==> config.mk <==
export PLATFORM = sky130hd
export DESIGN_NAME = dbg_regaccess_top
export DESIGN_NICKNAME = d
export VERILOG_FILES = /design/src/dbg_pkg.sv /design/src/dbg_fifo.sv /design/src/dbg_reg_timer.sv /design/src/dbg_req_fsm.sv /design/src/dbg_resp_packer.sv /design/src/dbg_regaccess_top.sv
export VERILOG_INCLUDE_DIRS = /design/src
export SDC_FILE = /design/constraint.sdc
export NUM_CORES = 1
export LEC_CHECK = 0
export BUFFER_PORTS_ARGS = -buffer_cell sky130_fd_sc_hd__buf_4
export CAP_MARGIN = 25
export CORE_MARGIN = 3
export CORE_UTILIZATION = 52
export CTS_CLUSTER_DIAMETER = 120
export DETAILED_ROUTE_END_ITERATION = 10
export GPL_TIMING_DRIVEN = 0
export PLACE_DENSITY = 0.76
export SKIP_LAST_GASP = 1
export SYNTH_ARGS = -nofsm -noshare
export SYNTH_HDL_FRONTEND = slang
export SYNTH_SLANG_ARGS = --single-unit
==> constraint.sdc <==
create_clock -name clk -period 3.2 [get_ports clk]
set_input_delay 0.64 -clock clk [delete_from_list [all_inputs] [get_ports clk]]
set_output_delay 0.64 -clock clk [all_outputs]
set_load 0.05 [all_outputs]
==> src/dbg_params.svh <==
`ifndef DBG_PARAMS_SVH
`define DBG_PARAMS_SVH

// identity words returned by local reads of addresses 0 and 1
`define DBG_MODID        16'h0003
`define DBG_VERSION      16'h0001

// buffer depths
`define DBG_IN_DEPTH     4   // request flits
`define DBG_RESP_DEPTH   2   // queued responses

// external register port
`define DBG_REG_TIMEOUT  16  // cycles allowed for ack or err
`define DBG_LOCAL_LIMIT  512 // lowest address handled outside

`endif

==> src/dbg_pkg.sv <==
`default_nettype none

package dbg_pkg;

   // one flit of the debug packet channel
   typedef struct packed {
      logic [15:0] data;
      logic        last;
   } dbg_flit_t;

   // response waiting for the packer
   typedef struct packed {
      logic [9:0]  dest;  // source of the request
      logic        write;
      logic        error;
      logic [15:0] value; // read data, unused for writes and errors
   } dbg_resp_t;

   // local register map
   localparam logic [15:0] REG_MODID   = 16'd0;
   localparam logic [15:0] REG_VERSION = 16'd1;
   localparam logic [15:0] REG_CS      = 16'd3;

   // control/status command, bits 15:11 of the written word
   localparam logic [4:0] CS_CMD_STALL = 5'd1;

endpackage

`default_nettype wire

==> src/dbg_fifo.sv <==
`timescale 1ns/1ps
`default_nettype none

module dbg_fifo #(
   parameter type payload_t = logic [15:0],
   parameter int  DEPTH     = 4
) (
   input  wire logic     clk,
   input  wire logic     rst,
   input  wire logic     wr_valid,
   output logic          wr_ready,
   input  wire payload_t wr_data,
   output logic          rd_valid,
   input  wire logic     rd_ready,
   output payload_t      rd_data
);

   localparam int PW = (DEPTH > 1) ? $clog2(DEPTH) : 1;
   localparam int CW = $clog2(DEPTH + 1);

   payload_t      mem [DEPTH];
   logic [PW-1:0] wr_ptr;
   logic [PW-1:0] rd_ptr;
   logic [CW-1:0] count;
   logic          push;
   logic          pop;

   // wrap explicitly, depth need not be a power of two
   function automatic logic [PW-1:0] next_ptr(input logic [PW-1:0] p);
      return (p == PW'(DEPTH - 1)) ? '0 : p + 1'b1;
   endfunction

   assign wr_ready = (count != CW'(DEPTH));
   assign rd_valid = (count != '0);
   assign push     = wr_valid && wr_ready;
   assign pop      = rd_valid && rd_ready;
   assign rd_data  = mem[rd_ptr];

   always_ff @(posedge clk) begin
      if (rst) begin
         wr_ptr <= '0;
         rd_ptr <= '0;
         count  <= '0;
      end else begin
         if (push)
            wr_ptr <= next_ptr(wr_ptr);
         if (pop)
            rd_ptr <= next_ptr(rd_ptr);
         case ({push, pop})
            2'b10:   count <= count + 1'b1;
            2'b01:   count <= count - 1'b1;
            default: count <= count; // idle or push with pop
         endcase
      end
   end

   always_ff @(posedge clk) begin
      if (push)
         mem[wr_ptr] <= wr_data;
   end

endmodule

`default_nettype wire

==> src/dbg_reg_timer.sv <==
`timescale 1ns/1ps
`default_nettype none
`include "dbg_params.svh"

module dbg_reg_timer (
   input  wire logic clk,
   input  wire logic rst,
   input  wire logic start,
   input  wire logic run,
   output logic      expired
);

   localparam int CW = $clog2(`DBG_REG_TIMEOUT + 1);

   logic [CW-1:0] count;

   always_ff @(posedge clk) begin
      if (rst) begin
         count <= '0;
      end else if (start) begin
         count <= CW'(`DBG_REG_TIMEOUT);
      end else if (run && count != '0) begin
         count <= count - 1'b1;
      end
   end

   // the count reaches zero at the end of the last allowed cycle
   assign expired = run && (count <= CW'(1));

endmodule

`default_nettype wire

==> src/dbg_req_fsm.sv <==
`timescale 1ns/1ps
`default_nettype none
`include "dbg_params.svh"

module dbg_req_fsm
   import dbg_pkg::*;
(
   input  wire logic        clk,
   input  wire logic        rst,
   input  wire logic [9:0]  id,
   input  wire logic        rd_valid,
   output logic             rd_ready,
   input  wire dbg_flit_t   rd_data,
   output logic             resp_valid,
   input  wire logic        resp_ready,
   output dbg_resp_t        resp_data,
   output logic             reg_request,
   output logic             reg_write,
   output logic [15:0]      reg_addr,
   output logic [15:0]      reg_wdata,
   input  wire logic        reg_ack,
   input  wire logic        reg_err,
   input  wire logic [15:0] reg_rdata,
   output logic             tmr_start,
   output logic             tmr_run,
   input  wire logic        tmr_expired,
   output logic             stall
);

   localparam logic [1:0] SIZE_16 = 2'b01;

   typedef enum logic [2:0] {
      S_IDLE,
      S_HEADER,
      S_ADDRESS,
      S_WDATA,
      S_EXTERNAL,
      S_DROP,
      S_RESPOND
   } state_t;

   state_t      state;
   state_t      nxt_state;
   logic        stall_q;
   logic        nxt_stall;
   logic        silent;     // drop without answering
   logic        nxt_silent;
   logic        req_write;
   logic        nxt_write;
   logic        req_burst;
   logic        nxt_burst;
   logic [1:0]  req_size;
   logic [1:0]  nxt_size;
   logic [15:0] req_addr;
   logic [15:0] nxt_addr;
   logic [15:0] req_value;  // write data, then read data
   logic [15:0] nxt_value;
   logic [9:0]  resp_dest;
   logic [9:0]  nxt_dest;
   logic        resp_error;
   logic        nxt_error;
   logic        bad_access;
   logic        flit_ext;
   logic        req_ext;

   assign bad_access = req_burst || (req_size != SIZE_16);
   assign flit_ext   = (rd_data.data >= 16'(`DBG_LOCAL_LIMIT));
   assign req_ext    = (req_addr >= 16'(`DBG_LOCAL_LIMIT));

   always_ff @(posedge clk) begin
      if (rst) begin
         state     <= S_IDLE;
         stall_q   <= 1'b0;
         silent    <= 1'b0;
         resp_dest <= id; // points home until the first header
      end else begin
         state     <= nxt_state;
         stall_q   <= nxt_stall;
         silent    <= nxt_silent;
         resp_dest <= nxt_dest;
      end
      req_write  <= nxt_write;
      req_burst  <= nxt_burst;
      req_size   <= nxt_size;
      req_addr   <= nxt_addr;
      req_value  <= nxt_value;
      resp_error <= nxt_error;
   end

   always_comb begin
      nxt_state  = state;
      nxt_stall  = stall_q;
      nxt_silent = silent;
      nxt_write  = req_write;
      nxt_burst  = req_burst;
      nxt_size   = req_size;
      nxt_addr   = req_addr;
      nxt_value  = req_value;
      nxt_dest   = resp_dest;
      nxt_error  = resp_error;
      rd_ready   = 1'b0;
      resp_valid = 1'b0;
      tmr_start  = 1'b0;
      tmr_run    = 1'b0;

      case (state)
         S_IDLE: begin
            rd_ready = 1'b1;
            // destination flit, a packet of one flit has no source to answer
            if (rd_valid && !rd_data.last)
               nxt_state = S_HEADER;
         end
         S_HEADER: begin
            rd_ready = 1'b1;
            if (rd_valid) begin
               nxt_write  = rd_data.data[12];
               nxt_burst  = rd_data.data[13];
               nxt_size   = rd_data.data[11:10];
               nxt_dest   = rd_data.data[9:0];
               nxt_error  = 1'b0;
               nxt_silent = |rd_data.data[15:14];
               if (|rd_data.data[15:14]) begin
                  nxt_state = rd_data.last ? S_IDLE : S_DROP;
               end else if (rd_data.last) begin
                  nxt_error = 1'b1; // no address
                  nxt_state = S_RESPOND;
               end else begin
                  nxt_state = S_ADDRESS;
               end
            end
         end
         S_ADDRESS: begin
            rd_ready = 1'b1;
            if (rd_valid) begin
               nxt_addr = rd_data.data;
               if (bad_access) begin
                  nxt_error = 1'b1;
                  nxt_state = rd_data.last ? S_RESPOND : S_DROP;
               end else if (req_write) begin
                  nxt_error = rd_data.last; // write without data
                  nxt_state = rd_data.last ? S_RESPOND : S_WDATA;
               end else if (!rd_data.last) begin
                  nxt_error = 1'b1;
                  nxt_state = S_DROP;
               end else if (flit_ext) begin
                  tmr_start = 1'b1;
                  nxt_state = S_EXTERNAL;
               end else begin
                  case (rd_data.data)
                     REG_MODID:   nxt_value = `DBG_MODID;
                     REG_VERSION: nxt_value = `DBG_VERSION;
                     default:     nxt_error = 1'b1;
                  endcase
                  nxt_state = S_RESPOND;
               end
            end
         end
         S_WDATA: begin
            rd_ready = 1'b1;
            if (rd_valid) begin
               nxt_value = rd_data.data;
               if (!rd_data.last) begin
                  nxt_error = 1'b1; // overlong, no side effect
                  nxt_state = S_DROP;
               end else if (req_ext) begin
                  tmr_start = 1'b1;
                  nxt_state = S_EXTERNAL;
               end else begin
                  if (req_addr == REG_CS && rd_data.data[15:11] == CS_CMD_STALL)
                     nxt_stall = rd_data.data[0];
                  else
                     nxt_error = 1'b1; // read-only, unknown register or command
                  nxt_state = S_RESPOND;
               end
            end
         end
         S_EXTERNAL: begin
            tmr_run = 1'b1;
            if (reg_ack || reg_err) begin
               if (!req_write)
                  nxt_value = reg_rdata;
               nxt_error = reg_err;
               nxt_state = S_RESPOND;
            end else if (tmr_expired) begin
               nxt_error = 1'b1;
               nxt_state = S_RESPOND;
            end
         end
         S_DROP: begin
            rd_ready = 1'b1;
            if (rd_valid && rd_data.last)
               nxt_state = silent ? S_IDLE : S_RESPOND;
         end
         S_RESPOND: begin
            resp_valid = 1'b1;
            if (resp_ready)
               nxt_state = S_IDLE;
         end
         default: nxt_state = S_IDLE;
      endcase
   end

   assign reg_request = (state == S_EXTERNAL);
   assign reg_write   = req_write;
   assign reg_addr    = req_addr;
   assign reg_wdata   = req_value;
   assign stall       = stall_q;

   assign resp_data = '{dest: resp_dest, write: req_write, error: resp_error, value: req_value};

endmodule

`default_nettype wire

==> src/dbg_resp_packer.sv <==
`timescale 1ns/1ps
`default_nettype none

module dbg_resp_packer
   import dbg_pkg::*;
(
   input  wire logic       clk,
   input  wire logic       rst,
   input  wire logic [9:0] id,
   input  wire logic       resp_valid,
   output logic            resp_ready,
   input  wire dbg_resp_t  resp_data,
   output logic            out_valid,
   input  wire logic       out_ready,
   output logic [15:0]     out_data,
   output logic            out_last
);

   logic [1:0] phase; // 0 dest, 1 status, 2 value
   logic       has_value;
   logic       flit_done;

   // only a good read carries a value flit
   assign has_value = !resp_data.write && !resp_data.error;
   assign out_valid = resp_valid;
   assign flit_done = out_valid && out_ready;

   always_comb begin
      case (phase)
         2'd0: begin
            out_data = {6'h00, resp_data.dest};
            out_last = 1'b0;
         end
         2'd1: begin
            out_data = {4'h0, resp_data.write, resp_data.error, id};
            out_last = !has_value;
         end
         default: begin
            out_data = resp_data.value;
            out_last = 1'b1;
         end
      endcase
   end

   assign resp_ready = flit_done && out_last; // pop with the final flit

   always_ff @(posedge clk) begin
      if (rst) begin
         phase <= 2'd0;
      end else if (flit_done) begin
         phase <= out_last ? 2'd0 : phase + 2'd1;
      end
   end

endmodule

`default_nettype wire

==> src/dbg_regaccess_top.sv <==
`timescale 1ns/1ps
`default_nettype none
`include "dbg_params.svh"

module dbg_regaccess_top
   import dbg_pkg::*;
(
   input  wire logic        clk,
   input  wire logic        rst,
   input  wire logic [9:0]  id,
   input  wire logic        in_valid,
   output logic             in_ready,
   input  wire logic [15:0] in_data,
   input  wire logic        in_last,
   output logic             out_valid,
   input  wire logic        out_ready,
   output logic [15:0]      out_data,
   output logic             out_last,
   output logic             reg_request,
   output logic             reg_write,
   output logic [15:0]      reg_addr,
   output logic [15:0]      reg_wdata,
   input  wire logic        reg_ack,
   input  wire logic        reg_err,
   input  wire logic [15:0] reg_rdata,
   output logic             stall
);

   dbg_flit_t in_flit;
   dbg_flit_t req_flit;
   logic      req_valid;
   logic      req_ready;
   dbg_resp_t fsm_resp;
   logic      fsm_resp_valid;
   logic      fsm_resp_ready;
   dbg_resp_t q_resp;
   logic      q_resp_valid;
   logic      q_resp_ready;
   logic      tmr_start;
   logic      tmr_run;
   logic      tmr_expired;

   assign in_flit = '{data: in_data, last: in_last};

   dbg_fifo #(
      .payload_t (dbg_flit_t),
      .DEPTH     (`DBG_IN_DEPTH)
   ) in_fifo (
      .clk      (clk),
      .rst      (rst),
      .wr_valid (in_valid),
      .wr_ready (in_ready),
      .wr_data  (in_flit),
      .rd_valid (req_valid),
      .rd_ready (req_ready),
      .rd_data  (req_flit)
   );

   dbg_req_fsm req_fsm (
      .clk         (clk),
      .rst         (rst),
      .id          (id),
      .rd_valid    (req_valid),
      .rd_ready    (req_ready),
      .rd_data     (req_flit),
      .resp_valid  (fsm_resp_valid),
      .resp_ready  (fsm_resp_ready),
      .resp_data   (fsm_resp),
      .reg_request (reg_request),
      .reg_write   (reg_write),
      .reg_addr    (reg_addr),
      .reg_wdata   (reg_wdata),
      .reg_ack     (reg_ack),
      .reg_err     (reg_err),
      .reg_rdata   (reg_rdata),
      .tmr_start   (tmr_start),
      .tmr_run     (tmr_run),
      .tmr_expired (tmr_expired),
      .stall       (stall)
   );

   dbg_reg_timer reg_timer (
      .clk     (clk),
      .rst     (rst),
      .start   (tmr_start),
      .run     (tmr_run),
      .expired (tmr_expired)
   );

   dbg_fifo #(
      .payload_t (dbg_resp_t),
      .DEPTH     (`DBG_RESP_DEPTH)
   ) resp_fifo (
      .clk      (clk),
      .rst      (rst),
      .wr_valid (fsm_resp_valid),
      .wr_ready (fsm_resp_ready),
      .wr_data  (fsm_resp),
      .rd_valid (q_resp_valid),
      .rd_ready (q_resp_ready),
      .rd_data  (q_resp)
   );

   dbg_resp_packer resp_packer (
      .clk        (clk),
      .rst        (rst),
      .id         (id),
      .resp_valid (q_resp_valid),
      .resp_ready (q_resp_ready),
      .resp_data  (q_resp),
      .out_valid  (out_valid),
      .out_ready  (out_ready),
      .out_data   (out_data),
      .out_last   (out_last)
   );

endmodule

`default_nettype wire

==> impl_results.md <==
* PortBufs at 101
* Routed Antenna Nets at 0
* Total Wirelength at 17820 um
* Comb pwr share at 27.4%
* Power density over cell area at 731.4 nW/um^2
* CP Depth at 5
* Share of cells above drive strength 1 at 28.70%
* Setup crit end kind: output pin
* # hold bufs at CTS at 0
* Worst setup SP type: flop
* Final Cell Area at 9990 um^2
* Vias in the first global route at 5201
* Vias per cell at 5.685
* Top-count cell post-synth: edfxtp_1
* Final worst path period share at 95.65%
* Unrepaired setup endpoints after global routing: no
* Cells after DPL at 871
* DR WL/cell at 19.77 um
* Peak VDD IR at 564.4 uV
* Gr usage total at 20.91%
* HPWL Detailed at 12910 um
* Leakage at 3.580 nW
* First-pass GRT wire length at 28030 um
* Slew Limit Fails at 0
* Mean cell area of the mapped netlist at 15.01 um^2
* Filler cells at 1097
* Root Driver: clkbuf_16
* CTS tree: done
* Grt ovf at 0
* DRC violations left at 0
* CTS HTree Levels at 4
* Post-synthesis net count at 619
* Largest net degree at the start of global routing at 21
* Clock power share at 27.4%
* Die area at 17570 um^2
* # Max-Cap Violations at 0
* Finished Layout Cells at 901
* Post-DP Area at 9420 um^2
* Predominant post-synthesis flop cell: edfxtp_1
* Pre-CTS WS at 0.006726 ns
* CP max stage cell: or3b_2
* Area fraction of the dominant cell type after synthesis at 61.65%
* TritonCTS Sinks at 197
* Crit path max-delay family: buffers and inverters
* Netlist cell types at 63
* Hold Path Cell Cnt at 1
* Worst-path clk slew at 0.07 ns
* Iter 0 DRT Violations at 355
* Clock Latency Late Sink at 0.43 ns
* Die Width at 132.6 um
* Dominant cells by area after synthesis: edfxtp_1 62%, dfxtp_1 6.2%, mux4_2 3.5%
* Psw at 0.002319 W
* Synthesized instance count at 555
* Die Y at 132.6 um
* Reg-to-reg setup timing slack at 0.24 ns
* Slew @ Worst Pin at 0.9089 ns
* Initial core utilization at 53.99%
* Max_slew headroom at 39.40%
* Synth Cell Area at 8329 um^2
* Worst path cell trace: clkbuf_1, or3b_2, clkinv_1, buf_1, buf_4
* Row Count at 45
* Sequential share of the synthesized area at 67.90%
* Async S/R FF share, synth at 0%
* WP buf/inv at 4
* Setup violators final at 0
* Total CTS buffers at 17
* FF/Latch Area at 5655 um^2
* Worst stage delay on the critical path at 0.56 ns
* Post-CTS Setup Bufs at 0
* Area of the multi-input gates at 2391 um^2
* Final hold violation count at 0
* Core area at 15430 um^2
* Vias at 5122
* Final net count at 742
* WP data required at 2.56 ns
* Synth area leader: edfxtp_1
* Highest clock rate at 326.7 MHz
* Status: complete, no violations
* I/O Pins at 103
* Sequential share of power at 45.2%
* Clock buffer depth at 2
* Data arrival time of the worst path at 2.42 ns
* Minimum clock period at 3.061 ns
* Number of enable flip-flop cells after synthesis at 171
* Initial antenna violation count at 0
* Worst Reg-to-Reg Cells at 7
* Internal power at 0.004988 W
* Worst clock skew at 0.008202 ns
* Setup ws final at 0.1391 ns
* DRT Pass-1 Iters at 4
* Syn. warnings at 0
* Sw Share at 31.73%
* Synth Register Bits at 197
* Max FO, Critical Path at 10
* Area grow syn2layout at 19.93%
* Critical path class: flop to output pin
* Worst hold path class: input port to flop
* N_diodes at 0
* Post-synth top cells: 171 x edfxtp_1, 42 x nand2_1, 41 x nor2_1
* Placer Congestion at 0.8929
[worst reg2reg max path, stage by stage, from the launching register on]
cell      delay, ns
dfxtp_1        0.31
clkbuf_1       0.35
buf_2          0.35
mux4_2         0.43
nor4_2         0.42
nand4_1        0.21
o21ai_2        0.34
buf_4          0.27
[registers in the layout, summed over array words and instances (netlist names), 2 cells and up, named ones only]
register,flops
req_fsm.resp_dest,10
reg_timer.count,5
in_fifo.wr_ptr,2
in_fifo.mem,68
resp_fifo.mem,56
in_fifo.count,3
resp_packer.phase,2
in_fifo.rd_ptr,2
resp_fifo.count,2
req_fsm.reg_addr,16
req_fsm.req_size,2
req_fsm.reg_wdata,16
req_fsm.state,3
[cell type report]
class                           instances  area share [%]
Inverter                               20          0.7515
Sequential cell                       197           56.61
Clock buffer                           18           4.296
Multi-Input combinational cell        297           23.94
Timing Repair Buffer                  105           8.204
Tap cell                              211           2.643
Clock inverter                         13           1.240
Buffer                                 40           2.317
[cell usage in the layout (no fill, tap or decap), types with 5 or more instances in the layout]
master and n:
dfxtp_1 26, a21oi_1 13, clkbuf_16 17, and3_1 7, nor3_1 9, inv_1 19, nand4_1 5, mux2i_1 21
mux2_2 13, edfxtp_1 171, mux4_2 13, o21ai_0 11, a22o_1 14, a221o_1 10, or3_1 7, clkbuf_1 16
nor2_1 40, ha_1 14, buf_4 118, nand2_1 42
[metrics by stage]
step | util, % | total power, W | TNS (ns) | hold slack (ns)
global placement | 60.62 | 0.005249 | -16.84 | 0.4242
global route | 64.75 | 0.007647 | 0 | 0.3904
finish | 64.75 | 0.007307 | 0 | 0.4026
detailed placement | 61.06 | 0.005326 | 0 | 0.4296
floorplan | - | 0.004736 | 0 | 0.4215
CTS | 64.70 | 0.007328 | 0 | 0.3802
[cell families (layout without fill, tap and decap cells)]
kind of cell	after synthesis	after routing	share of synthesized area, %
adders and majority gates	15	15	2.343
DFF	197	197	67.90
muxes	51	51	9.058
AOI/OAI and AO/OA	78	78	7.436
and+or+nand+nor	146	146	8.848
buffers and inverters	61	196	3.680
xor gates and xnor gates	7	7	0.7361
[timing repair]
action                     CTS  global route
setup endpoints to repair   17            14
gates resized for setup      4             2
hold endpoints to repair     0             0
[path summary, 6_finish.rpt]
path	start	endpoint
setup reg to reg	flop	req_fsm.reg_wdata[3]
setup / recovery	req_fsm.state[0]	reg_request
hold reg to reg	req_fsm.resp_dest[6]	resp_fifo.mem[1][24]
hold / removal	in_data[8]	in_fifo.mem[2][9]
[power groups by stage]
stage / Combinational (W) / Sequential (W) / Clock [W]
after floorplan: 0.00135 / 0.00339 / 0
after global placement: 0.00191 / 0.00334 / 0
after detailed placement: 0.00197 / 0.00335 / 0
after CTS: 0.00199 / 0.00330 / 0.00204
after global routing: 0.00216 / 0.00333 / 0.00216
final: 0.00200 / 0.00330 / 0.00201
[layer usage]
layer	vias to the layer above	wire length, um	global-route usage (%)
met3	33	1224	4.715
met4	0	439	8.545
li1	2367	-	-
met2	225	8820	33.81
met5	-	0	0
met1	2497	7332	27.68
No activity file was read; power rests on OpenSTA's default activity.
